<file path="src/common/cdHostPkg.sv">
`default_nettype none

package cdHostPkg;

	typedef logic [15:0] cdWord;
	typedef logic [15:0] cdOffset;

	// register offsets within the host window
	localparam cdOffset offHirq = 16'h0008;
	localparam cdOffset offHirqMask = 16'h000C;
	localparam cdOffset offCr1 = 16'h0018;
	localparam cdOffset offCr2 = 16'h001C;
	localparam cdOffset offCr3 = 16'h0020;
	localparam cdOffset offCr4 = 16'h0024;

	// all interrupt sources pending out of reset
	localparam cdWord hirqReset = 16'hFFFF;
	localparam cdWord hirqMaskReset = 16'h0000;

	// CR1..CR4 spell "CDBLOCK" after reset
	localparam cdWord crReset1 = 16'h0043;
	localparam cdWord crReset2 = 16'h4442;
	localparam cdWord crReset3 = 16'h4C4F;
	localparam cdWord crReset4 = 16'h434B;

endpackage

`default_nettype wire

</file>
<file path="src/common/saturnBusPkg.sv">
`default_nettype none

package saturnBusPkg;

	// bus widths
	localparam int addrWidth = 25;
	localparam int dataWidth = 32;
	localparam int strbWidth = 4;

	typedef logic [addrWidth-1:0] busAddr;
	typedef logic [dataWidth-1:0] busData;
	typedef logic [strbWidth-1:0] busStrb;

	typedef enum logic [2:0] {
		romRegion,
		ramLowRegion,
		ramHighRegion,
		cdRegRegion,
		unmappedRegion
	} busRegion;

	// boot rom
	localparam busAddr romBase = 25'h0000000;
	localparam busAddr romLimit = 25'h00FFFFF;

	// work ram, low and high banks
	localparam busAddr ramLowBase = 25'h0200000;
	localparam busAddr ramLowLimit = 25'h02FFFFF;
	localparam busAddr ramHighBase = 25'h0600000;
	localparam busAddr ramHighLimit = 25'h07FFFFF;

	// cd block host window
	localparam busAddr cdRegBase = 25'h1890000;
	localparam busAddr cdRegLimit = 25'h189FFFF;

	// axi response codes
	localparam logic [1:0] respOkay = 2'd0;
	localparam logic [1:0] respDecErr = 2'd3;

endpackage

`default_nettype wire
</file>
<file path="src/common/accessResultIf.sv">
`timescale 1ns/10ps
`default_nettype none

// finished access from execute stage to response stage
interface accessResultIf import saturnBusPkg::*; ();

	logic valid;
	logic ready;
	logic write;
	busData data;
	logic [1:0] resp;

	modport master (
		output valid,
		input ready,
		output write,
		output data,
		output resp
	);

	modport slave (
		input valid,
		output ready,
		input write,
		input data,
		input resp
	);

endinterface

`default_nettype wire

</file>
<file path="src/common/decodedReqIf.sv">
`timescale 1ns/10ps
`default_nettype none

// decoded request from decode stage to execute stage
interface decodedReqIf import saturnBusPkg::*; ();

	logic valid;
	logic ready;
	busRegion region;
	busAddr addr;
	busData data;
	busStrb strb;
	logic write;

	modport master (
		output valid,
		input ready,
		output region,
		output addr,
		output data,
		output strb,
		output write
	);

	modport slave (
		input valid,
		output ready,
		input region,
		input addr,
		input data,
		input strb,
		input write
	);

endinterface

`default_nettype wire

</file>
<file path="src/saturnBus/saturnBus.sv">
`timescale 1ns/10ps
`default_nettype none

module saturnBus import saturnBusPkg::*; import cdHostPkg::*; #(
	parameter int memWaitLimit = 255
) (
	input wire logic CLK,
	input wire logic RST_N,

	// axi4-lite slave
	input wire busAddr awAddr,
	input wire logic awValid,
	output logic awReady,
	input wire busData wData,
	input wire busStrb wStrb,
	input wire logic wValid,
	output logic wReady,
	output logic [1:0] bResp,
	output logic bValid,
	input wire logic bReady,
	input wire busAddr arAddr,
	input wire logic arValid,
	output logic arReady,
	output busData rData,
	output logic [1:0] rResp,
	output logic rValid,
	input wire logic rReady,

	// external async memory
	output busAddr memAddr,
	output busData memDataOut,
	input wire busData memDataIn,
	output busStrb memDqmN,
	output logic memRdN,
	output logic romCsN,
	output logic ramLCsN,
	output logic ramHCsN,
	input wire logic memWaitN,

	// cd block
	input wire cdWord cdEvent,
	output logic cdIrq
);

	decodedReqIf reqBus ();
	accessResultIf resBus ();

	busDecode busDecode_i (
		.CLK(CLK),
		.RST_N(RST_N),
		.awAddr(awAddr),
		.awValid(awValid),
		.awReady(awReady),
		.wData(wData),
		.wStrb(wStrb),
		.wValid(wValid),
		.wReady(wReady),
		.arAddr(arAddr),
		.arValid(arValid),
		.arReady(arReady),
		.req(reqBus.master)
	);

	accessExecute #(
		.memWaitLimit(memWaitLimit)
	) accessExecute_i (
		.CLK(CLK),
		.RST_N(RST_N),
		.req(reqBus.slave),
		.res(resBus.master),
		.memAddr(memAddr),
		.memDataOut(memDataOut),
		.memDataIn(memDataIn),
		.memDqmN(memDqmN),
		.memRdN(memRdN),
		.romCsN(romCsN),
		.ramLCsN(ramLCsN),
		.ramHCsN(ramHCsN),
		.memWaitN(memWaitN),
		.cdEvent(cdEvent),
		.cdIrq(cdIrq)
	);

	responseGen responseGen_i (
		.CLK(CLK),
		.RST_N(RST_N),
		.res(resBus.slave),
		.bResp(bResp),
		.bValid(bValid),
		.bReady(bReady),
		.rData(rData),
		.rResp(rResp),
		.rValid(rValid),
		.rReady(rReady)
	);

endmodule

`default_nettype wire

</file>
<file path="src/saturnBus/responseGen.sv">
`timescale 1ns/10ps
`default_nettype none

module responseGen import saturnBusPkg::*; (
	input wire logic CLK,
	input wire logic RST_N,
	accessResultIf.slave res,
	output logic [1:0] bResp,
	output logic bValid,
	input wire logic bReady,
	output busData rData,
	output logic [1:0] rResp,
	output logic rValid,
	input wire logic rReady
);

	logic take;

	// free once the held response leaves on this edge
	assign res.ready = (!bValid || bReady) && (!rValid || rReady);
	assign take = res.valid && res.ready;

	always_ff @(posedge CLK or negedge RST_N) begin
		if (!RST_N) begin
			bValid <= 1'b0;
			rValid <= 1'b0;
		end else if (take) begin
			bValid <= res.write;
			rValid <= !res.write;
		end else begin
			if (bReady) begin
				bValid <= 1'b0;
			end
			if (rReady) begin
				rValid <= 1'b0;
			end
		end
	end

	always_ff @(posedge CLK) begin
		if (take && res.write) begin
			bResp <= res.resp;
		end
		if (take && !res.write) begin
			rData <= res.data;
			rResp <= res.resp;
		end
	end

	assert property (@(posedge CLK) disable iff (!RST_N)
		rValid && !rReady |=> rValid && $stable(rData) && $stable(rResp));

endmodule

`default_nettype wire

</file>
<file path="src/saturnBus/accessExecute.sv">
`timescale 1ns/10ps
`default_nettype none

module accessExecute import saturnBusPkg::*; import cdHostPkg::*; #(
	parameter int memWaitLimit = 255
) (
	input wire logic CLK,
	input wire logic RST_N,
	decodedReqIf.slave req,
	accessResultIf.master res,
	output busAddr memAddr,
	output busData memDataOut,
	input wire busData memDataIn,
	output busStrb memDqmN,
	output logic memRdN,
	output logic romCsN,
	output logic ramLCsN,
	output logic ramHCsN,
	input wire logic memWaitN,
	input wire cdWord cdEvent,
	output logic cdIrq
);

	localparam int waitWidth = $clog2(memWaitLimit + 2);

	typedef enum logic [1:0] {execIdle, execMem, execQuick} execState;

	execState state;
	busRegion curRegion;
	busAddr curAddr;
	busData curData;
	busStrb curStrb;
	logic curWrite;
	logic [waitWidth-1:0] waitCount;
	logic take;
	logic isMem;
	logic memDone;
	logic regWrite;
	cdWord regReadData;

	assign req.ready = state == execIdle && (!res.valid || res.ready);
	assign take = req.valid && req.ready;
	assign isMem = req.region inside {romRegion, ramLowRegion, ramHighRegion};
	assign memDone = state == execMem && memWaitN;
	// only the low half reaches the cd registers
	assign regWrite = state == execQuick && curRegion == cdRegRegion
		&& curWrite && |curStrb[1:0];
	assign memAddr = curAddr;
	assign memDataOut = curData;

	cdHostRegs cdHostRegs_i (
		.CLK(CLK),
		.RST_N(RST_N),
		.regOffset(curAddr[15:0]),
		.regWriteData(curData[15:0]),
		.regWrite(regWrite),
		.regReadData(regReadData),
		.cdEvent(cdEvent),
		.cdIrq(cdIrq)
	);

	always_ff @(posedge CLK or negedge RST_N) begin
		if (!RST_N) begin
			state <= execIdle;
			res.valid <= 1'b0;
			romCsN <= 1'b1;
			ramLCsN <= 1'b1;
			ramHCsN <= 1'b1;
			memRdN <= 1'b1;
			memDqmN <= '1;
			waitCount <= '0;
		end else begin
			if (res.valid && res.ready) begin
				res.valid <= 1'b0;
			end
			case (state)
				execIdle: begin
					if (take && isMem) begin
						state <= execMem;
						romCsN <= req.region != romRegion;
						ramLCsN <= req.region != ramLowRegion;
						ramHCsN <= req.region != ramHighRegion;
						memRdN <= req.write;
						memDqmN <= req.write ? ~req.strb : '0;
						waitCount <= '0;
					end else if (take) begin
						state <= execQuick;
					end
				end
				execMem: begin
					if (memWaitN) begin
						state <= execIdle;
						res.valid <= 1'b1;
						romCsN <= 1'b1;
						ramLCsN <= 1'b1;
						ramHCsN <= 1'b1;
						memRdN <= 1'b1;
						memDqmN <= '1;
					end else if (!(&waitCount)) begin
						waitCount <= waitCount + 1'b1;
					end
				end
				execQuick: begin
					state <= execIdle;
					res.valid <= 1'b1;
				end
				default: state <= execIdle;
			endcase
		end
	end

	always_ff @(posedge CLK) begin
		if (take) begin
			curRegion <= req.region;
			curAddr <= req.addr;
			curData <= req.data;
			curStrb <= req.strb;
			curWrite <= req.write;
		end
		if (memDone) begin
			res.data <= memDataIn;
			res.resp <= respOkay;
			res.write <= curWrite;
		end else if (state == execQuick) begin
			res.data <= curRegion == cdRegRegion ? {16'h0000, regReadData} : '0;
			res.resp <= curRegion == cdRegRegion ? respOkay : respDecErr;
			res.write <= curWrite;
		end
	end

	assert property (@(posedge CLK) disable iff (!RST_N)
		$onehot0({~romCsN, ~ramLCsN, ~ramHCsN}));

	// memory must not stretch past the wait budget
	assert property (@(posedge CLK) disable iff (!RST_N)
		state == execMem |-> waitCount < memWaitLimit);

endmodule

`default_nettype wire

</file>
<file path="src/saturnBus/busDecode.sv">
`timescale 1ns/10ps
`default_nettype none

module busDecode import saturnBusPkg::*; (
	input wire logic CLK,
	input wire logic RST_N,
	input wire busAddr awAddr,
	input wire logic awValid,
	output logic awReady,
	input wire busData wData,
	input wire busStrb wStrb,
	input wire logic wValid,
	output logic wReady,
	input wire busAddr arAddr,
	input wire logic arValid,
	output logic arReady,
	decodedReqIf.master req
);

	logic preferRead;
	logic canAccept;
	logic writePending;
	logic pickRead;
	logic pickWrite;
	logic accept;
	busAddr pickAddr;

	function automatic busRegion decodeRegion(busAddr addr);
		if (addr >= romBase && addr <= romLimit) begin
			return romRegion;
		end else if (addr >= ramLowBase && addr <= ramLowLimit) begin
			return ramLowRegion;
		end else if (addr >= ramHighBase && addr <= ramHighLimit) begin
			return ramHighRegion;
		end else if (addr >= cdRegBase && addr <= cdRegLimit) begin
			return cdRegRegion;
		end
		return unmappedRegion;
	endfunction

	// register free now or draining on this edge
	assign canAccept = !req.valid || req.ready;
	assign writePending = awValid && wValid;
	assign pickRead = arValid && (preferRead || !writePending);
	assign pickWrite = writePending && !pickRead;

	assign arReady = canAccept && pickRead;
	assign awReady = canAccept && pickWrite;
	assign wReady = canAccept && pickWrite;
	assign accept = arReady || awReady;
	assign pickAddr = pickRead ? arAddr : awAddr;

	always_ff @(posedge CLK or negedge RST_N) begin
		if (!RST_N) begin
			req.valid <= 1'b0;
			preferRead <= 1'b1;
		end else begin
			if (accept) begin
				req.valid <= 1'b1;
			end else if (req.ready) begin
				req.valid <= 1'b0;
			end
			// flip only when both sides were competing
			if (accept && arValid && writePending) begin
				preferRead <= !pickRead;
			end
		end
	end

	always_ff @(posedge CLK) begin
		if (accept) begin
			req.addr <= pickAddr;
			req.region <= decodeRegion(pickAddr);
			req.data <= wData;
			req.strb <= wStrb;
			req.write <= pickWrite;
		end
	end

	assert property (@(posedge CLK) disable iff (!RST_N)
		req.valid && !req.ready |=> req.valid
			&& $stable({req.addr, req.region, req.data, req.strb, req.write}));

endmodule

`default_nettype wire

</file>
<file path="src/logic/cdHostRegs.sv">
`timescale 1ns/10ps
`default_nettype none

module cdHostRegs import cdHostPkg::*; (
	input wire logic CLK,
	input wire logic RST_N,
	input wire cdOffset regOffset,
	input wire cdWord regWriteData,
	input wire logic regWrite,
	output cdWord regReadData,
	input wire cdWord cdEvent,
	output logic cdIrq
);

	cdWord hirq;
	cdWord hirqMask;
	cdWord cr [4];
	logic hirqWrite;
	cdWord hirqKept;

	// host clears by writing zeros, ones leave bits alone
	assign hirqWrite = regWrite && regOffset == offHirq;
	assign hirqKept = hirqWrite ? (hirq & regWriteData) : hirq;

	always_ff @(posedge CLK or negedge RST_N) begin
		if (!RST_N) begin
			hirq <= hirqReset;
			hirqMask <= hirqMaskReset;
			cr[0] <= crReset1;
			cr[1] <= crReset2;
			cr[2] <= crReset3;
			cr[3] <= crReset4;
			cdIrq <= 1'b0;
		end else begin
			// new events win over a clear in the same cycle
			hirq <= hirqKept | cdEvent;
			cdIrq <= |(hirq & hirqMask);
			if (regWrite) begin
				case (regOffset)
					offHirqMask: hirqMask <= regWriteData;
					offCr1: cr[0] <= regWriteData;
					offCr2: cr[1] <= regWriteData;
					offCr3: cr[2] <= regWriteData;
					offCr4: cr[3] <= regWriteData;
					default: ;
				endcase
			end
		end
	end

	always_comb begin
		case (regOffset)
			offHirq: regReadData = hirq;
			offHirqMask: regReadData = hirqMask;
			offCr1: regReadData = cr[0];
			offCr2: regReadData = cr[1];
			offCr3: regReadData = cr[2];
			offCr4: regReadData = cr[3];
			default: regReadData = '0;
		endcase
	end

endmodule

`default_nettype wire

</file>
<file path="config.mk">
export PLATFORM = sky130hd
export DESIGN_NAME = saturnBus
export DESIGN_NICKNAME = d
export VERILOG_FILES = /design/src/common/cdHostPkg.sv /design/src/common/saturnBusPkg.sv /design/src/common/accessResultIf.sv /design/src/common/decodedReqIf.sv /design/src/saturnBus/saturnBus.sv /design/src/saturnBus/responseGen.sv /design/src/saturnBus/accessExecute.sv /design/src/saturnBus/busDecode.sv /design/src/logic/cdHostRegs.sv
export SDC_FILE = /design/constraint.sdc
export NUM_CORES = 1
export LEC_CHECK = 0
export BUFFER_PORTS_ARGS = -buffer_cell sky130_fd_sc_hd__buf_4
export CORE_MARGIN = 2
export CORE_UTILIZATION = 55
export CTS_CLUSTER_SIZE = 28
export DETAILED_ROUTE_END_ITERATION = 16
export PLACE_DENSITY = 0.89
export SYNTH_ARGS = -nofsm -noshare
export SYNTH_HDL_FRONTEND = slang
export SYNTH_SLANG_ARGS = --single-unit
</file>
<file path="constraint.sdc">
create_clock -name CLK -period 4.91 [get_ports CLK]
set_input_delay 0.7365 -clock CLK [delete_from_list [all_inputs] [get_ports CLK]]
set_output_delay 0.7365 -clock CLK [all_outputs]
set_load 0.01 [all_outputs]
</file>
==> reports/qor.yml, run 1 <==
ys_seq_elements: 308
max_freq_mhz: 309
ant_nets: 0
first_iter_violations: 682
wl_met3_mm: 1.91
grtUsageTotal_pct: 23.4
synthCells: 767
cts-htree-levels: 1
ctsResizeCount: 0
m1WireLength_mm: 10.9
synth_area_leaders: "edfxtp_1, dfrtp_1, dfstp_2"
grt_pass1_vias: 7482
synth_area_um2: 12000
wl_per_cell_um: 20.4
max_slew_margin_pct: 28.3
synth_fp_nets: 912
clock_sinks: 308
ios: 249
port_buffers: 248
post_synth_num_cell_types: 53
power_density_nw_per_um2: 527
tns_ns: 0
synth_area_leader_cell: "edfxtp_1"
core_um2: 21600
die_y_um: 152
hpwl_mm: 18.9
wl_mm: 27.1
regArea_um2: 8740
yosysSeqAreaShare_pct: 72.7
status: "complete, no violations"
setup_violations: 0
vias_per_cell: 5.65
cp.required_ns: 4.17
cts_setup_buffers: 0
tritoncts: "built"
numCtsBuffers: 30
path_clk_slew_ns: 0.06
dp_slack_ns: 1.66
multi_input_area_um2: 3080
die_x_um: 152
crit_arrival_ns: 2.50
leakage_uw: 0.00636
grt_max_degree: 84
drive_gt1_share_pct: 44.9
antenna_cells: 0
synth_top_area_share_pct: 48.8
firstDrtPassIters: 5
remaining_drc_errors: 0
yosysWarnings: 0
fillers: 1415
fin_skew_ns: 0.0171
antenna_found_initial: 0
period_share_pct: 65.9
hold_class: "primary input to flip-flop"
ir_drop_v: 0.000330
syn_area_per_cell_um2: 15.7
placed_cells: 1272
initial_utilization_pct: 55.6
root_buffer: "clkbuf_16"
tightest_slew_ns: 1.08
areaGrowthSynthToFinish_pct: 26.3
clockBufferDepth: 3
layout.nets: 1169
synth-edff-count: 195
cp_max_fo: 5
synth-main-ff-cell: "edfxtp_1"
wl_met2_mm: 13.6
topRoutingLayerUsed: "met4"
num_vias: 7497
max_cap_violations: 0
layout_setup_ws_ns: 1.68
cp-end-kind: "output port"
gp_congestion: 0.809
rsz0062_at_grt: "false"
instances_no_fill: 1328
reg2reg_slack_ns: 1.69
grt_pass1_wl_mm: 41.2
grt.overflow.total: 0
insertion_delay_ns: 0.55
hold_buffers: 0
ys_async_sr_fraction_pct: 36.4
finalWorstPathRequiredPeriod_ns: 3.23
power_uw: 7990
worstSetupPathType: "flip-flop to output port"
hold_viol_final: 0
num_rows: 54
cp-start-kind: "flip-flop"
slew_viol_final: 0
dieArea_um2: 23000
[power by group]
group          leakage, uW  total [uW]  switching, uW  internal, uW
clock network     0.000503        2280            935          1350
registers          0.00328        4090            422          3670
logic              0.00258        1620            942           679
[through the flow]
step / util, % / hold WS (ns) / instance area [um2]
after global placement: 65.5 / 0.400 / 14200
after global routing: 70.2 / 0.342 / 15200
after floorplan: - / 0.400 / 12000
final: 70.2 / 0.362 / 15200
after detailed placement: 65.5 / 0.405 / 14200
after CTS: 70.2 / 0.348 / 15200
[cell usage after synthesis, types with 6 or more instances]
| master | number |
|---|---|
| edfxtp_1 | 195 |
| nand2_1 | 100 |
| mux2_2 | 73 |
| dfrtp_1 | 65 |
| dfstp_2 | 47 |
| a22oi_1 | 32 |
| clkbuf_1 | 24 |
| mux2i_1 | 23 |
| nand2b_1 | 20 |
| o21ai_0 | 20 |
| a21o_1 | 18 |
| and3_1 | 18 |
| o221a_2 | 16 |
| inv_1 | 12 |
| nor2_1 | 12 |
| mux2_4 | 10 |
| a21oi_1 | 8 |
| buf_2 | 7 |
| nand3_1 | 6 |
[final timing paths]
path | cells after the start | startpoint | endpoint
min in group asynchronous | 1 | RST_N | accessExecute_i.cdHostRegs_i.cdIrq
worst max-delay path | 5 | responseGen_i.rValid | awReady
max in group asynchronous | 2 | RST_N | accessExecute_i.cdHostRegs_i.cr[54]
worst min register to register | 0 | accessExecute_i.res.data[12] | responseGen_i.rData[12]
worst min-delay path | 1 | wData[14] | busDecode_i.req.data[14]
worst max register to register | 4 | accessExecute_i.memAddr[2] | accessExecute_i.cdHostRegs_i.hirqMask[1]
[cell type report]
cell class / count / area share, %
clock buffers: 44 / 6.06
repair buffers: 260 / 12.9
multi-input cells: 412 / 20.3
inverters: 12 / 0.297
flip-flops and latches: 308 / 57.6
well taps: 280 / 2.31
clock inverters: 12 / 0.561
[worst max-delay path, stage by stage (launching register included)]
cell	delay, ns
dfrtp_1	0.38
nor2b_1	0.15
o21ai_0	0.51
a21boi_0	0.44
nor3_1	0.31
buf_4	0.17
[flip-flops by register name, indices dropped and copies added (netlist names), 2 cells and up]
name                                   flops
accessExecute_i.cdHostRegs_i.cr           64
accessExecute_i.memDataOut                32
accessExecute_i.res.data                  32
busDecode_i.req.data                      32
responseGen_i.rData                       32
accessExecute_i.memAddr                   25
busDecode_i.req.addr                      25
accessExecute_i.cdHostRegs_i.hirqMask     16
accessExecute_i.cdHostRegs_i.hirq         16
accessExecute_i.memDqmN                    4
busDecode_i.req.strb                       4
accessExecute_i.curRegion                  3
busDecode_i.req.region                     3
accessExecute_i.curStrb                    2
accessExecute_i.state                      2
[cell families (layout without fill, tap and decap cells)]
group,after synthesis,after routing,share of synthesized area (%)
DFF,308,308,72.7
and+or+nand+nor,191,191,8.14
AOI/OAI and AO/OA,111,111,6.96
muxes,106,106,10.0
buffers and inverters,47,328,1.77
adders and majority gates,3,3,0.313
xor gates and xnor gates,1,1,0.0729
[placed cells by master, fill, tap and decap left out, types with 10 or more instances in the layout]
cell,instances
a21o_1,18
a22oi_1,32
and3_1,17
buf_4,260
clkbuf_16,32
dfrtp_1,65
dfstp_2,47
edfxtp_1,195
inv_1,12
mux2_2,73
mux2_4,10
mux2i_1,23
nand2_1,100
nand2b_1,20
nor2_1,10
o21ai_0,19
o221a_2,16
[metal layers]
metal,GRT usage (%),vias to the layer above
met5,0,-
met4,6.71,0
met3,3.50,53
met2,39.6,333
met1,31.8,3733
li1,-,3378
No activity file was read; power rests on OpenSTA's default activity.
==> run 2: changes to the inputs <==
==> constraint.sdc (replaced) <==
create_clock -name CLK -period 3 [get_ports CLK]
set_input_delay 0.45 -clock CLK [delete_from_list [all_inputs] [get_ports CLK]]
set_output_delay 0.45 -clock CLK [all_outputs]
set_load 0.01 [all_outputs]
==> run 2 against run 1 <==
Clock power increased by 67%; sequential share of layout area decreased by 0.61 points; non-clock buffer count increased by 12; setup slack got worse by 1.4 ns; via count increased by 1.5%; utilization increased by 0.75 points; register-to-register slack got worse by 1.4 ns; final cell count increased by 0.90%; design area increased by 1.1%.
==> reports/qor.yml, run 2 (same netlist as run 1, synthesis figures left out) <==
gp_congestion: 0.821  # +1.5%
areaGrowthSynthToFinish_pct: 27.6
ir_drop_v: 0.000501  # +52%
cp-end-kind: "flip-flop"
hold_viol_final: 0  # unchanged
final_cell_mix: "buf_4, edfxtp_1, nand2_1, mux2_2, dfrtp_1"
tightest_slew_ns: 0.865  # -0.211 ns
reg2reg_slack_ns: 0.24  # -1.45 ns
grt_pass1_wl_mm: 41.9  # +1.7%
leakage_uw: 0.00643  # +1.1%
layout.nets: 1181  # +1.0%
numCtsBuffers: 30  # unchanged
postPlaceCellArea_um2: 14300  # +0.94%
cp-start-kind: "flip-flop"
r2r_cells: 6  # +2
ios: 249  # unchanged
port_buffers: 248  # unchanged
min_to: "busDecode_i.req.data[18]"
crit_arrival_ns: 3.18  # +0.68 ns
whs_path_depth: 1  # unchanged
dieArea_um2: 23000  # unchanged
num_vias: 7612  # +1.5%
ant_nets: 0  # unchanged
die_x_um: 152  # unchanged
placed_cells: 1283  # +0.86%
grt.overflow.total: 0  # unchanged
grt_pass1_vias: 7640  # +2.1%
path_clk_slew_ns: 0.07  # about the same
clockBufferDepth: 3  # unchanged
largest_register_ffs: 64  # unchanged
fin_skew_ns: 0.0281  # +0.0110 ns
rsz0062_at_grt: "false"
insertion_delay_ns: 0.56  # about the same
core_um2: 21600  # unchanged
root_buffer: "clkbuf_16"
instances_no_fill: 1340  # +0.90%
tns_ns: 0  # unchanged
antenna_found_initial: 0  # unchanged
fin_util_pct: 70.9  # +0.75 points
period_share_pct: 91.8
layout_commonest_cell: "buf_4"
num_rows: 54  # unchanged
status: "complete, no violations"
max_freq_mhz: 363
drive_gt1_share_pct: 45.7  # +0.72 points
power_density_nw_per_um2: 866  # +64%
initial_utilization_pct: 55.6  # unchanged
cp_max_fo: 16  # +11
cts-htree-levels: 1  # unchanged
hpwl_mm: 19.5  # +2.9%
min-delay-start: "wData[18]"
clock_sinks: 308  # unchanged
first_iter_violations: 576  # -16%
max_slew_margin_pct: 42.4  # +14 points
r2r_end: "accessExecute_i.cdHostRegs_i.hirqMask[1]"
antenna_cells: 0  # unchanged
cp.required_ns: 3.43  # -0.74 ns
vias_per_cell: 5.68  # +0.62%
hold_class: "primary input to flip-flop"
tritoncts: "built"
reg2reg_from: "accessExecute_i.memAddr[1]"
die_y_um: 152  # unchanged
wl_per_cell_um: 20.7  # +1.8%
firstDrtPassIters: 7  # +2
worstSetupPathType: "flip-flop to flip-flop"
wl_mm: 27.8  # +2.7%
grtUsageTotal_pct: 23.8  # +0.44 points
power_uw: 13300  # +66%
finalWorstPathRequiredPeriod_ns: 2.76
slew_viol_final: 0  # unchanged
finalInstanceArea_um2: 15300  # +1.1%
cts_setup_buffers: 0  # unchanged
top_register: "accessExecute_i.cdHostRegs_i.cr"
grt_max_degree: 64  # -24%
setup_violations: 0  # unchanged
remaining_drc_errors: 0  # unchanged
max_cap_violations: 0  # unchanged
## run 2: cell count changes in the layout (fill, tap and decap cells not counted), sizes merged
cell         delta
buf            +11
clkbuf          -9
clkinvlp        +4
bufinv          +2
clkinv          +2
dlygate4sd3     +1
inv             +1
## run 2: layout make-up
cell class | instances | area (um2)
Sequential cell | 308 | 8740
Tap cell | 280 | 350
Clock inverter | 21 | 203
Fill cell | 1375 | 6290
Clock buffer | 35 | 821
Timing Repair Buffer | 272 | 2090
Inverter | 12 | 45.0
Multi-Input combinational cell | 412 | 3080
## run 2: what timing repair did
item                                    4_1_cts  5_1_grt
endpoints found under the hold margin        27        0
gates resized for setup                       0        1
endpoints found under the setup margin        0        2
hold buffers                                  1        0
## run 2: power by group
group | total (uW) | internal [uW] | switching [uW]
sequential | 6580 | 5990 | 587
combinational | 2880 | 1210 | 1680
clock | 3810 | 2220 | 1590
## run 2: critical path, cell delays in order (launching register included)
cell	delay [ns]
edfxtp_1	0.38
or4_1	0.63
or2_0	0.26
or4_4	0.45
nor3_4	0.18
buf_4	0.32
mux2_2	0.38
## run 2: layer usage
metal	global-route usage, %	part of all wire, %
met1	32.3	40
met2	39.5	49
met3	3.65	7.2
met4	8.56	3.4
met5	0	0
## run 2: worst max-delay path by stage
stage / startpoint / end / slack (ns) / cells past startpoint
6_report: accessExecute_i.memAddr[1] / accessExecute_i.cdHostRegs_i.hirqMask[1] / 0.24 / 6
2_1_floorplan: accessExecute_i.memAddr[13] / accessExecute_i.cdHostRegs_i.hirqMask[10] / 0.43 / 6
3_5_place_dp: accessExecute_i.memAddr[1] / accessExecute_i.cdHostRegs_i.hirqMask[1] / 0.34 / 6
3_3_place_gp: accessExecute_i.memAddr[1] / accessExecute_i.cdHostRegs_i.hirqMask[1] / 0.41 / 6
5_1_grt: responseGen_i.bValid / awReady / 0.14 / 6
4_1_cts: responseGen_i.rValid / wReady / 0.16 / 6
## run 2: metrics by stage
step,hold slack [ns],setup slack (ns)
floorplan,0.154,0.425
global placement,0.400,0.405
detailed placement,0.405,0.339
CTS,0.0462,0.164
global route,0.0443,0.136
finish,0.0593,0.245
